**config.mk**
```make
export PLATFORM = sky130hd
export DESIGN_NAME = event_readout_top
export DESIGN_NICKNAME = d
export VERILOG_FILES = /design/src/hdl/readout_pkg.sv /design/src/hdl/mem_pkg.sv /design/src/hdl/readout_if.sv /design/src/hdl/completion_router.sv /design/src/hdl/completion_lane.sv /design/src/hdl/readout_sequencer.sv /design/src/hdl/event_reader.sv /design/src/hdl/event_readout_top.sv
export VERILOG_INCLUDE_DIRS = /design/src /design/src/hdl
export SDC_FILE = /design/constraint.sdc
export NUM_CORES = 1
export LEC_CHECK = 0
export ABC_AREA = 1
export BUFFER_PORTS_ARGS = -buffer_cell sky130_fd_sc_hd__clkbuf_2
export CAP_MARGIN = 20
export CORE_ASPECT_RATIO = 0.5
export CORE_MARGIN = 2
export CORE_UTILIZATION = 35
export CTS_CLUSTER_SIZE = 12
export DETAILED_ROUTE_END_ITERATION = 12
export PLACE_DENSITY = 0.59
export SLEW_MARGIN = 40
export SYNTH_ARGS = -nofsm -noshare
export SYNTH_HDL_FRONTEND = slang
export SYNTH_SLANG_ARGS = --single-unit
```
**constraint.sdc**
```tcl
create_clock -name aclk -period 5.14 [get_ports aclk]
set_clock_uncertainty 0.15 [all_clocks]
set_input_delay 0.257 -clock aclk [delete_from_list [all_inputs] [get_ports aclk]]
set_output_delay 0.257 -clock aclk [all_outputs]
set_load 0.01 [all_outputs]
```
**src/hdl/readout_macros.svh**
```systemverilog
`ifndef READOUT_MACROS_SVH
`define READOUT_MACROS_SVH

// number of front-end links feeding completions
`define READOUT_NUM_LINKS 4

// low word offset of every event buffer in memory
`define READOUT_START_OFFSET 18'h03E00

// 64-bit words read per event
`define READOUT_BURST_WORDS 8

// entries in the reader output FIFO
`define READOUT_FIFO_DEPTH 16

`endif

```
**src/hdl/readout_pkg.sv**
```systemverilog
package readout_pkg;

    // header from the event builder
    typedef struct packed {
        logic [2:0]  unused;
        logic [12:0] upper_addr;
        logic [7:0]  err;
    } hdr_word_t;

    // completion from one front-end link, nonzero err means failure
    typedef struct packed {
        logic [15:0] info;
        logic [15:0] err;
    } cmpl_word_t;

    typedef logic [1:0] link_idx_t;

    // announces an event downstream
    typedef struct packed {
        logic [11:0] upper_addr;
        logic        pad;
        logic [18:0] byte_count;
    } ctrl_word_t;

    typedef enum logic [1:0] {IDLE, ISSUE_CMD, ISSUE_CONTROL, WAIT_DONE} seq_state_e;

endpackage

```
**src/hdl/mem_pkg.sv**
```systemverilog
package mem_pkg;

    // word address, upper address sits above the 18-bit offset
    typedef logic [30:0] mem_addr_t;

    typedef logic [63:0] mem_data_t;

    typedef logic [7:0] burst_len_t;

    // one burst read request
    typedef struct packed {
        mem_addr_t  base;
        burst_len_t words;
    } burst_cmd_t;

endpackage

```
**src/hdl/readout_if.sv**
```systemverilog
// one pending completion per link, seen by the sequencer
interface lane_if;
    logic                   pending;
    readout_pkg::cmpl_word_t word;
    logic                   err;
    logic                   take;

    modport lane (
        output pending,
        output word,
        output err,
        input  take
    );

    modport seq (
        input  pending,
        input  word,
        input  err,
        output take
    );
endinterface

// burst request from sequencer to reader
interface burst_cmd_if;
    logic                cmd_valid;
    logic                cmd_ready;
    mem_pkg::burst_cmd_t cmd;
    logic                done;

    modport host (
        output cmd_valid,
        output cmd,
        input  cmd_ready,
        input  done
    );

    modport target (
        input  cmd_valid,
        input  cmd,
        output cmd_ready,
        output done
    );
endinterface

```
**src/hdl/completion_router.sv**
```systemverilog
`include "readout_macros.svh"

module completion_router (
    input  logic                                aclk,
    input  logic                                memresetn,
    input  logic                                cmpl_valid,
    output logic                                cmpl_ready,
    input  readout_pkg::link_idx_t              cmpl_link,
    input  readout_pkg::cmpl_word_t             cmpl_data,
    output logic [`READOUT_NUM_LINKS-1:0]       lane_valid,
    input  logic [`READOUT_NUM_LINKS-1:0]       lane_ready,
    output readout_pkg::cmpl_word_t             lane_word
);

    // one-hot valid toward the addressed lane only
    always_comb begin
        lane_valid = '0;
        lane_valid[cmpl_link] = cmpl_valid;
    end

    // stream stalls while the addressed lane is still full
    assign cmpl_ready = lane_ready[cmpl_link];

    // every lane sees the same word, only the addressed one loads it
    assign lane_word = cmpl_data;

    // tag must name an existing link
    assert property (@(posedge aclk) disable iff (!memresetn)
        cmpl_valid |-> (int'(cmpl_link) < `READOUT_NUM_LINKS));

endmodule

```
**src/hdl/completion_lane.sv**
```systemverilog
module completion_lane (
    input  logic                    aclk,
    input  logic                    memresetn,
    input  logic                    in_valid,
    output logic                    in_ready,
    input  readout_pkg::cmpl_word_t in_word,
    lane_if.lane                    lane
);

    logic                    pending_q;
    logic                    err_q;
    readout_pkg::cmpl_word_t word_q;
    logic                    load;

    assign load = in_valid && in_ready;

    always_ff @(posedge aclk) begin
        if (!memresetn) begin
            pending_q <= 1'b0;
            in_ready  <= 1'b0;
            err_q     <= 1'b0;
        end else begin
            if (lane.take) begin
                pending_q <= 1'b0;
                in_ready  <= 1'b1;
            end else if (load) begin
                pending_q <= 1'b1;
                in_ready  <= 1'b0;
            end else begin
                in_ready <= !pending_q;
            end
            // sticky until reset
            if (load && (in_word.err != '0)) begin
                err_q <= 1'b1;
            end
        end
    end

    always_ff @(posedge aclk) begin
        if (load) begin
            word_q <= in_word;
        end
    end

    assign lane.pending = pending_q;
    assign lane.word    = word_q;
    assign lane.err     = err_q;

    // sequencer only takes a lane that holds a word
    assert property (@(posedge aclk) disable iff (!memresetn)
        lane.take |-> pending_q);

endmodule

```
**src/hdl/readout_sequencer.sv**
```systemverilog
`include "readout_macros.svh"

module readout_sequencer (
    input  logic                    aclk,
    input  logic                    memresetn,
    input  logic                    hdr_valid,
    output logic                    hdr_ready,
    input  readout_pkg::hdr_word_t  hdr_data,
    lane_if.seq                     lanes [`READOUT_NUM_LINKS],
    output logic                    ctrl_valid,
    input  logic                    ctrl_ready,
    output readout_pkg::ctrl_word_t ctrl_data,
    burst_cmd_if.host               burst,
    output logic                    any_err
);

    readout_pkg::seq_state_e         state;
    logic [`READOUT_NUM_LINKS-1:0]   lane_pending;
    logic [`READOUT_NUM_LINKS-1:0]   lane_err;
    logic                            accept;
    logic                            done_seen;
    logic                            hdr_err_q;
    logic [12:0]                     upper_addr_q;

    for (genvar i = 0; i < `READOUT_NUM_LINKS; i++) begin : g_lane
        assign lane_pending[i] = lanes[i].pending;
        assign lane_err[i]     = lanes[i].err;
        assign lanes[i].take   = accept;

        // a bad word being taken must already show in the lane's sticky error
        assert property (@(posedge aclk) disable iff (!memresetn)
            (lanes[i].take && (lanes[i].word.err != '0)) |-> lanes[i].err);
    end

    // header and every link present, all consumed together
    assign accept    = (state == readout_pkg::IDLE) && hdr_valid && (&lane_pending);
    assign hdr_ready = accept;

    assign burst.cmd_valid = (state == readout_pkg::ISSUE_CMD);
    assign burst.cmd.base  = {upper_addr_q, `READOUT_START_OFFSET};
    assign burst.cmd.words = mem_pkg::burst_len_t'(`READOUT_BURST_WORDS);

    assign ctrl_valid           = (state == readout_pkg::ISSUE_CONTROL);
    assign ctrl_data.upper_addr = upper_addr_q[11:0];
    assign ctrl_data.pad        = 1'b0;
    assign ctrl_data.byte_count = 19'(`READOUT_BURST_WORDS * 8);

    always_ff @(posedge aclk) begin
        if (!memresetn) begin
            state     <= readout_pkg::IDLE;
            done_seen <= 1'b0;
            hdr_err_q <= 1'b0;
            any_err   <= 1'b0;
        end else begin
            case (state)
                readout_pkg::IDLE:
                    if (accept) state <= readout_pkg::ISSUE_CMD;
                readout_pkg::ISSUE_CMD:
                    if (burst.cmd_ready) state <= readout_pkg::ISSUE_CONTROL;
                readout_pkg::ISSUE_CONTROL:
                    if (ctrl_ready) state <= readout_pkg::WAIT_DONE;
                readout_pkg::WAIT_DONE:
                    if (done_seen || burst.done) state <= readout_pkg::IDLE;
                default:
                    state <= readout_pkg::IDLE;
            endcase
            // the burst can finish while the control word is still stalled
            if (state == readout_pkg::WAIT_DONE) begin
                done_seen <= 1'b0;
            end else if (burst.done) begin
                done_seen <= 1'b1;
            end
            if (accept && (hdr_data.err != '0)) begin
                hdr_err_q <= 1'b1;
            end
            any_err <= any_err || hdr_err_q || (|lane_err);
        end
    end

    always_ff @(posedge aclk) begin
        if (accept) begin
            upper_addr_q <= hdr_data.upper_addr;
        end
    end

    assert property (@(posedge aclk) disable iff (!memresetn)
        hdr_ready |-> (state == readout_pkg::IDLE));

    // reader finishes only bursts that belong to an event in flight
    assert property (@(posedge aclk) disable iff (!memresetn)
        burst.done |-> (state != readout_pkg::IDLE));

endmodule

```
**src/hdl/event_reader.sv**
```systemverilog
`include "readout_macros.svh"

module event_reader (
    input  logic               aclk,
    input  logic               memresetn,
    burst_cmd_if.target        burst,
    output logic               mem_rd,
    output mem_pkg::mem_addr_t mem_addr,
    input  logic               mem_rvalid,
    input  mem_pkg::mem_data_t mem_rdata,
    output logic               data_valid,
    input  logic               data_ready,
    output logic               data_last,
    output mem_pkg::mem_data_t data_data
);

    localparam int CNT_W = $clog2(`READOUT_BURST_WORDS + 1);
    localparam int PTR_W = $clog2(`READOUT_FIFO_DEPTH);
    localparam int OCC_W = $clog2(`READOUT_FIFO_DEPTH + 1);

    logic               busy;
    logic               done_q;
    logic [CNT_W-1:0]   words_q;
    logic [CNT_W-1:0]   issued;
    logic [CNT_W-1:0]   returned;
    logic [CNT_W-1:0]   outstanding;
    mem_pkg::mem_addr_t base_q;
    logic               last_ret;
    logic               room;

    // fifo entry is {last, data}
    logic [64:0]        fifo_mem [`READOUT_FIFO_DEPTH];
    logic [PTR_W-1:0]   wr_ptr;
    logic [PTR_W-1:0]   rd_ptr;
    logic [OCC_W-1:0]   fifo_count;
    logic               pop;

    assign burst.cmd_ready = !busy;
    assign burst.done      = done_q;

    // reserve a slot for every read still in flight
    assign outstanding = issued - returned;
    assign room        = (int'(fifo_count) + int'(outstanding)) < `READOUT_FIFO_DEPTH;
    assign mem_rd      = busy && (issued != words_q) && room;
    assign mem_addr    = base_q + mem_pkg::mem_addr_t'(issued);
    assign last_ret    = (returned == words_q - 1'b1);

    always_ff @(posedge aclk) begin
        if (!memresetn) begin
            busy     <= 1'b0;
            done_q   <= 1'b0;
            issued   <= '0;
            returned <= '0;
        end else begin
            done_q <= 1'b0;
            if (burst.cmd_valid && !busy) begin
                busy     <= 1'b1;
                issued   <= '0;
                returned <= '0;
            end else begin
                if (mem_rd) issued <= issued + 1'b1;
                if (mem_rvalid) begin
                    returned <= returned + 1'b1;
                    if (last_ret) begin
                        busy   <= 1'b0;
                        done_q <= 1'b1;
                    end
                end
            end
        end
    end

    always_ff @(posedge aclk) begin
        if (burst.cmd_valid && !busy) begin
            base_q  <= burst.cmd.base;
            words_q <= CNT_W'(burst.cmd.words);
        end
    end

    assign pop        = data_valid && data_ready;
    assign data_valid = (fifo_count != '0);
    assign data_data  = fifo_mem[rd_ptr][63:0];
    assign data_last  = fifo_mem[rd_ptr][64];

    always_ff @(posedge aclk) begin
        if (!memresetn) begin
            wr_ptr     <= '0;
            rd_ptr     <= '0;
            fifo_count <= '0;
        end else begin
            if (mem_rvalid) wr_ptr <= wr_ptr + 1'b1;
            if (pop) rd_ptr <= rd_ptr + 1'b1;
            fifo_count <= fifo_count + OCC_W'(mem_rvalid) - OCC_W'(pop);
        end
    end

    always_ff @(posedge aclk) begin
        if (mem_rvalid) begin
            fifo_mem[wr_ptr] <= {last_ret, mem_rdata};
        end
    end

    // strobe gating a cycle earlier must leave space for every return
    assert property (@(posedge aclk) disable iff (!memresetn)
        mem_rvalid |-> (int'(fifo_count) < `READOUT_FIFO_DEPTH));

endmodule

```
**src/hdl/event_readout_top.sv**
```systemverilog
`include "readout_macros.svh"

module event_readout_top (
    input  logic                    aclk,
    input  logic                    memresetn,
    input  logic                    cmpl_valid,
    output logic                    cmpl_ready,
    input  readout_pkg::link_idx_t  cmpl_link,
    input  readout_pkg::cmpl_word_t cmpl_data,
    input  logic                    hdr_valid,
    output logic                    hdr_ready,
    input  readout_pkg::hdr_word_t  hdr_data,
    output logic                    ctrl_valid,
    input  logic                    ctrl_ready,
    output readout_pkg::ctrl_word_t ctrl_data,
    output logic                    mem_rd,
    output mem_pkg::mem_addr_t      mem_addr,
    input  logic                    mem_rvalid,
    input  mem_pkg::mem_data_t      mem_rdata,
    output logic                    data_valid,
    input  logic                    data_ready,
    output logic                    data_last,
    output mem_pkg::mem_data_t      data_data,
    output logic                    any_err
);

    logic [`READOUT_NUM_LINKS-1:0] lane_valid;
    logic [`READOUT_NUM_LINKS-1:0] lane_ready;
    readout_pkg::cmpl_word_t       lane_word;

    lane_if      lane_bus [`READOUT_NUM_LINKS] ();
    burst_cmd_if burst_bus ();

    completion_router completion_router_i (
        .aclk       (aclk),
        .memresetn  (memresetn),
        .cmpl_valid (cmpl_valid),
        .cmpl_ready (cmpl_ready),
        .cmpl_link  (cmpl_link),
        .cmpl_data  (cmpl_data),
        .lane_valid (lane_valid),
        .lane_ready (lane_ready),
        .lane_word  (lane_word)
    );

    for (genvar i = 0; i < `READOUT_NUM_LINKS; i++) begin : g_lane
        completion_lane completion_lane_i (
            .aclk      (aclk),
            .memresetn (memresetn),
            .in_valid  (lane_valid[i]),
            .in_ready  (lane_ready[i]),
            .in_word   (lane_word),
            .lane      (lane_bus[i])
        );
    end

    readout_sequencer readout_sequencer_i (
        .aclk       (aclk),
        .memresetn  (memresetn),
        .hdr_valid  (hdr_valid),
        .hdr_ready  (hdr_ready),
        .hdr_data   (hdr_data),
        .lanes      (lane_bus),
        .ctrl_valid (ctrl_valid),
        .ctrl_ready (ctrl_ready),
        .ctrl_data  (ctrl_data),
        .burst      (burst_bus),
        .any_err    (any_err)
    );

    event_reader event_reader_i (
        .aclk       (aclk),
        .memresetn  (memresetn),
        .burst      (burst_bus),
        .mem_rd     (mem_rd),
        .mem_addr   (mem_addr),
        .mem_rvalid (mem_rvalid),
        .mem_rdata  (mem_rdata),
        .data_valid (data_valid),
        .data_ready (data_ready),
        .data_last  (data_last),
        .data_data  (data_data)
    );

endmodule

```
==> metrics.txt, run 1 <==
Synth Register Bits=approximately 1100; sum of overflow across all layers after global routing=0; boundary pin count=~260; slowest stage delay, CP=0.78 ns; Total Die Area=133000 µm²; number of standard cells after synthesis=about 3700; Crit path buffers/inverters=2; count of cell types in the netlist=28; placed wire-length estimate=roughly 53000 µm; worst slew slack as a fraction of its limit=40.7%; final setup vio count=0; vias after detailed routing=28000; critical path fanouts, max=190; most common library cell in the layout ignoring fill and taps=sky130_fd_sc_hd__edfxtp_1; Sw Share=27.7%; part of the total power dissipated in sequential elements=47.7%; number of setup buffers added after CTS=0; Req. time, crit path=between 4 and 5 ns; clock edge transition at the registers on the reported setup and hold paths=0.06 ns; number of hold violations in the final report=0; status=completed; effective utilization at floorplan=between 30% and 40%; sequential-to-total area share from yosys stat=72.6%; average instance area after synthesis=12.4 µm²; number of max-cap violations=0; type of destination of the critical path=output port; number of slew-limit violations in the final report=0; yosys warns=0; clock root cell=sky130_fd_sc_hd__clkbuf_16; Peak Freq=slightly below 300 MHz; Via-to-Cell Ratio=between 4 and 5; highest ir drop seen on vdd=around 0.25 mV; vertical die dimension=258 µm; wire length of the first global-routing pass=160000 µm; Worst R2R End=event_reader_i.fifo_count[4]; top library cells by usage in the layout, fill and taps aside=1066 x sky130_fd_sc_hd__edfxtp_1, 569 x sky130_fd_sc_hd__inv_1, 407 x sky130_fd_sc_hd__nand3_1; final-stage net count=4057; Final period util=65.7%; source of the worst hold timing path=hdr_data[9]; launch point of the worst reg-to-reg path=event_reader_i.fifo_count[2]; cell area after technology mapping=45300 µm²; TritonCTS clock tree=yes; RSZ-0062 raised after global routing=false; power density over the cells=409 nW/µm²; final critical path time including I/O delays and setup=3.38 ns; Post-Route WL=105000 µm; pin count of the biggest net entering global routing=191; Skew-Pair Late Insertion Delay=0.67 ns; DR pass1 iterations=6; design area=approximately 52000 µm²; port buffer count=209; fraction of synthesized cell area taken by the top area cell type=70.6%; internal power of the cells=15500 µW; CTS sink cnt=1110; cell taking the most area after synthesis=sky130_fd_sc_hd__edfxtp_1; worst hold path cell count=2; slack of the worst reg-to-reg path=2.39 ns; clock share of power=33.7%; most used cell, CP=sky130_fd_sc_hd__nand3_1; via count of the first global-routing pass=~27000; crit path DAT=2.97 ns; Min-Delay Endpoint=readout_sequencer_i.upper_addr_q[1]; Worst-Margin Slew=0.889 ns; antenna violations before repair=5; share of total power in combinational logic=18.6%; cell at the slowest stage of the critical path=sky130_fd_sc_hd__dfxtp_4; total CTS buffers=109; worst reg-to-reg path cell count=13; top cell family by delay on the critical path=flip-flops; DRT iter0 DRCs=2312; final weighted congestion of routability-driven global placement=0.744; width of the die=513 µm; number of cells in the finished layout apart from fillers=between 5000 and 6000; remaining routing DRC violations=0; WL per Instance=~19 µm; type of the setup path with the least slack=flip-flop to output port; sum of negative setup slack=0 ns; antenna viol nets, final=0; FP Rows=93; layout cells sized above 1=between 10% and 20%; cells taking the most area after synthesis=sky130_fd_sc_hd__edfxtp_1 71%, sky130_fd_sc_hd__inv_1 4.7%, sky130_fd_sc_hd__nand3_1 4.5%, sky130_fd_sc_hd__o211ai_1 4.3%, sky130_fd_sc_hd__a21oi_1 3.2%; worst hold slack after final layout=~0.17 ns; area added between synthesis and finish=15.8%; Cell Count Post-Placement=5401; leakage power figure=0.0189 µW; floorplan core area=129000 µm²; chain of cells forming the critical path=buf_12 -> a21oi_1 -> o21ai_0 -> nand3_1 -> nand3_1 -> nand2_1 -> clkbuf_2; Hold/Removal Path Class=primary input to flip-flop; placed instance area=a little under 50000 µm²; global-route usage over all layers=15.6%; H-tree Lvls=3; crit path launch type=flip-flop; Net Sw Power=5950 µW; maximum buffer depth of the clock tree=3
-- cells by family after synthesis --
group | synth area share [%]
AOI/OAI and AO/OA | 10.5
xor gates and xnor gates | 0.155
adders and majority gates | 0.751
buffers and inverters | 7.73
DFF | 72.6
other | 0.0166
and+or+nand+nor | 8.25
-- power by group through the flow --
stage	clock network [µW]	registers, µW	logic [µW]
final	7230	10200	3990
after global routing	7730	10300	4500
after CTS	7380	10200	4040
after detailed placement	0	10400	3950
after global placement	0	10400	3830
after floorplan	0	10400	2820
-- layout make-up --
| type | instances | area (µm²) |
|---|---|---|
| Tap cell | 1710 | 2140 |
| Multi-Input combinational cell | 1742 | 9180 |
| Clock buffer | 147 | 2950 |
| Inverter | 572 | 2160 |
| Fill cell | 11800 | 76100 |
| Sequential cell | 1110 | 32900 |
| Timing Repair Buffer | 367 | 2930 |
| Antenna cell | 1 | 2.50 |
| Clock inverter | 30 | 218 |
-- timing repair --
item	CTS	global route
hold buffers	99	0
endpoints found under the setup margin	0	0
gates resized for setup	0	0
hold endpoints to repair	1073	0
-- worst max-delay path by stage --
| stage | from | endpoint | cells past startpoint |
|---|---|---|---|
| 3_5_place_dp | event_reader_i.fifo_count[2] | event_reader_i.fifo_count[4] | 13 |
| 6_report | flip-flop | data_data[36] | 7 |
| 4_1_cts | flip-flop | data_data[25] | 6 |
| 3_3_place_gp | flip-flop | data_data[2] | 5 |
| 2_1_floorplan | mem_rvalid | event_reader_i.fifo_mem[11][0] | 3 |
| 5_1_grt | flip-flop | data_data[30] | 7 |
-- per-layer routing --
metal  vias to the layer above  share of wire [%]  global-route usage, %
met5                         -              0.052                      0
met4                         8                2.3                   4.23
met3                       166                4.8                   1.96
met2                       684                 49                   26.6
met1                     13800                 44                   21.0
li1                      13300                  -                      -
-- worst register-to-register path: stages, from the launching register on --
cell	delay (ns)
sky130_fd_sc_hd__dfxtp_1	0.35
sky130_fd_sc_hd__inv_1	0.09
sky130_fd_sc_hd__ha_1	0.15
sky130_fd_sc_hd__nand3_1	0.11
sky130_fd_sc_hd__nand2_1	0.13
sky130_fd_sc_hd__clkinv_1	0.19
sky130_fd_sc_hd__ha_1	0.33
sky130_fd_sc_hd__inv_1	0.04
sky130_fd_sc_hd__ha_1	0.20
sky130_fd_sc_hd__fa_1	0.44
sky130_fd_sc_hd__a21oi_1	0.16
sky130_fd_sc_hd__o21bai_1	0.09
sky130_fd_sc_hd__o21ai_0	0.15
sky130_fd_sc_hd__a21oi_1	0.06
-- metrics by stage --
step / util (%) / worst slack, ns / total power, µW
2_1_floorplan: - / 1.06 / 13200
3_3_place_gp: 37.4 / 2.39 / 14300
3_5_place_dp: 37.6 / 2.41 / 14400
4_1_cts: 40.8 / 1.71 / 21700
5_1_grt: 40.8 / 1.52 / 22500
6_report: 40.8 / 1.76 / 21500
-- cell usage after synthesis, drive strengths merged --
cell / number
dfxtp: 44
o21a: 1
o31ai: 1
nand3: 407
edfxtp: 1066
clkbuf: 99
or2: 4
clkinv: 1
o211ai: 260
ha: 24
o21bai: 1
a21oi: 290
xnor2: 4
fa: 2
xor2: 4
nand4: 4
nor3: 5
inv: 571
o21ai: 270
nand2: 377
nand3b: 1
nor4: 3
conb: 2
nor2: 50
buf: 167
-- flip-flops by register name (all words and copies together) (netlist names), 2 cells and up, named ones only --
signal	count
readout_sequencer_i.upper_addr_q	13
g_lane.completion_lane_i.lane.pending	4
event_reader_i.issued	4
event_reader_i.fifo_count	5
event_reader_i.rd_ptr	4
g_lane.completion_lane_i.in_ready	4
event_reader_i.wr_ptr	4
readout_sequencer_i.state	2
event_reader_i.returned	4
g_lane.completion_lane_i.lane.err	4
event_reader_i.fifo_mem	1040
event_reader_i.base_q	13
No activity file was read; power rests on OpenSTA's default activity.
==> run 2: changes to the inputs <==
==> constraint.sdc (replaced) <==
create_clock -name aclk -period 3.3 [get_ports aclk]
set_clock_uncertainty 0.15 [all_clocks]
set_input_delay 0.165 -clock aclk [delete_from_list [all_inputs] [get_ports aclk]]
set_output_delay 0.165 -clock aclk [all_outputs]
set_load 0.01 [all_outputs]
==> metrics.txt, run 2 (synthesis results as in run 1) <==
DR pass1 iterations=5 (-1); Worst-Margin Slew=0.784 ns (-0.105 ns); boundary pin count=263 (unchanged); maximum buffer depth of the clock tree=3 (unchanged); worst hold slack after final layout=0.0583 ns (-0.112 ns); Final period util=93.2%; H-tree Lvls=3 (unchanged); global-route usage over all layers=15.8% (+0.17 points); chain of cells forming the critical path=inv_1 -> ha_1 -> inv_1 -> fa_1 -> ha_1 -> nand3_1 -> nand2_1 -> nand2_1 -> nand2_1 -> nand2_2 -> nand2_2 -> inv_1 -> clkbuf_2; slowest stage delay, CP=0.43 ns (-0.35 ns); Hold/Removal Path Class=primary input to flip-flop; vias after detailed routing=27900 (-0.24%); top library cells by usage in the layout, fill and taps aside=1066 x sky130_fd_sc_hd__edfxtp_1, 569 x sky130_fd_sc_hd__inv_1, 407 x sky130_fd_sc_hd__nand3_1; highest ir drop seen on vdd=0.482 mV (+93%); floorplan core area=129000 µm² (unchanged); sum of internal, switching and leakage power=33600 µW (+57%); final-stage net count=4094 (+0.91%); DRT iter0 DRCs=2568 (+11%); antenna violations before repair=7 (+2); source of the worst hold timing path=hdr_data[14]; top routing layer in use=met5; clock root cell=sky130_fd_sc_hd__clkbuf_16; Total Die Area=133000 µm² (unchanged); total CTS buffers=108 (-0.92%); power density over the cells=636 nW/µm² (+56%); TritonCTS clock tree=yes; leakage power figure=0.0191 µW (+1.0%); WL per Instance=18.6 µm (about the same); share of total power in combinational logic=19.0% (+0.4 points); area added between synthesis and finish=16.5%; met2 wire len=52900 µm (+2.7%); final weighted congestion of routability-driven global placement=0.759 (+2.1%); number of max-cap violations=0 (unchanged); internal power of the cells=24300 µW (+56%); largest reg by FF count=event_reader_i.fifo_mem; most common library cell in the layout ignoring fill and taps=sky130_fd_sc_hd__edfxtp_1; Req. time, crit path=2.98 ns (-1.75 ns); placed wire-length estimate=55100 µm (+3.0%); Skew-Pair Late Insertion Delay=0.69 ns (+0.02 ns); Post-Route WL=106000 µm (+0.73%); FP Rows=93 (unchanged); crit path launch type=flip-flop; number of cells in the finished layout apart from fillers=5716 (+0.65%); Via-to-Cell Ratio=4.88 (-0.89%); Sw Share=27.8% (+0.058 points); Net Sw Power=9330 µW (+57%); launch point of the worst reg-to-reg path=event_reader_i.fifo_count[2]; port buffer count=209 (unchanged); vertical die dimension=258 µm (unchanged); antenna viol nets, final=0 (unchanged); type of destination of the critical path=output port; worst setup margin=0.226 ns (-1.54 ns); number of hold violations in the final report=0 (unchanged); cell at the slowest stage of the critical path=sky130_fd_sc_hd__fa_1; worst slew slack as a fraction of its limit=47.7% (+7.0 points); type of the setup path with the least slack=flip-flop to output port; wire length the detailed router placed on met1=45700 µm (-1.5%); sum of overflow across all layers after global routing=0 (unchanged); remaining routing DRC violations=0 (unchanged); status=completed; wire length on met3=4810 µm (-5.8%); wire length of the first global-routing pass=161000 µm (+0.39%); final critical path time including I/O delays and setup=roughly 3.1 ns; Crit path buffers/inverters=4 (+2); CTS sink cnt=1110 (unchanged); final setup vio count=0 (unchanged); Critical Path Start=event_reader_i.issued[0]; slack of the worst reg-to-reg path=0.62 ns (-1.77 ns); Peak Freq=roughly 330 MHz; Layout fillers=11600 (-1.6%); part of the total power dissipated in sequential elements=47.4% (-0.3 points); registers with the highest flip-flop counts=event_reader_i.fifo_mem x1040, event_reader_i.base_q x13, readout_sequencer_i.upper_addr_q x13; RSZ-0062 raised after global routing=false; Cell Count Post-Placement=5441 (+0.74%); top cell family by delay on the critical path=adder cells; clock edge transition at the registers on the reported setup and hold paths=0.06 ns (about the same); critical path fanouts, max=6 (-97%); layout cells sized above 1=11.5% (+0.96 points); Post-Route Utilization=41.1% (+0.27 points); crit path DAT=2.76 ns (-0.21 ns); pre-CTS WS=0.634 ns (-1.77 ns); effective utilization at floorplan=35.3% (unchanged); via count of the first global-routing pass=26900 (-0.69%); number of slew-limit violations in the final report=0 (unchanged); width of the die=513 µm (unchanged); flip-flop count of the largest register after layout=1040 (unchanged); pin count of the biggest net entering global routing=123 (-36%); clock share of power=33.5% (-0.2 points)
-- run 2: worst paths after layout --
check / endpoint / cells after the start
hold / removal: readout_sequencer_i.upper_addr_q[6] / 2
setup / recovery: mem_rd / 13
setup reg to reg: event_reader_i.fifo_count[4] / 13
hold reg to reg: event_reader_i.base_q[30] / 0
-- run 2: area by class of cell --
| type | count | area, µm² | share of cell area, % |
|---|---|---|---|
| sequential | 1110 | 32900 | 62.3 |
| multi-input combinational | 1742 | 9190 | 17.4 |
| timing repair buffer | 405 | 3280 | 6.21 |
| clock buffer | 154 | 2960 | 5.60 |
| inverter | 572 | 2150 | 4.08 |
| tap | 1710 | 2140 | 4.05 |
| clock inverter | 20 | 191 | 0.362 |
| antenna | 3 | 7.51 | 0.0142 |
-- run 2: layer usage --
metal / GRT usage (%) / up-vias
met3: 2.20 / 164
met4: 4.80 / 8
li1: - / 13400
met2: 27.4 / 698
met5: 0 / -
met1: 20.4 / 13600
-- run 2: per-stage QoR --
step                      TNS (ns)  area, µm²
final                            0      52800
after global routing             0      52800
after global placement           0      48700
after detailed placement         0      48700
after floorplan            -761.86      45500
after CTS                        0      52800
-- run 2: repair_timing --
| item | in CTS | in global routing |
|---|---|---|
| resized for setup | 0 | 5 |
| hold buffers | 98 | 0 |
| setup buffers | 0 | 0 |
| setup endpoints to repair | 0 | 1 |
| endpoints found under the hold margin | 1075 | 0 |
-- run 2: power by group through the flow --
stage / clock network (µW) / registers (µW) / logic (µW)
2_1_floorplan: 0 / 16100 / 4390
3_3_place_gp: 0 / 16200 / 6210
3_5_place_dp: 0 / 16200 / 6330
4_1_cts: 11500 / 15900 / 6450
5_1_grt: 12000 / 16000 / 7230
6_report: 11300 / 15900 / 6400
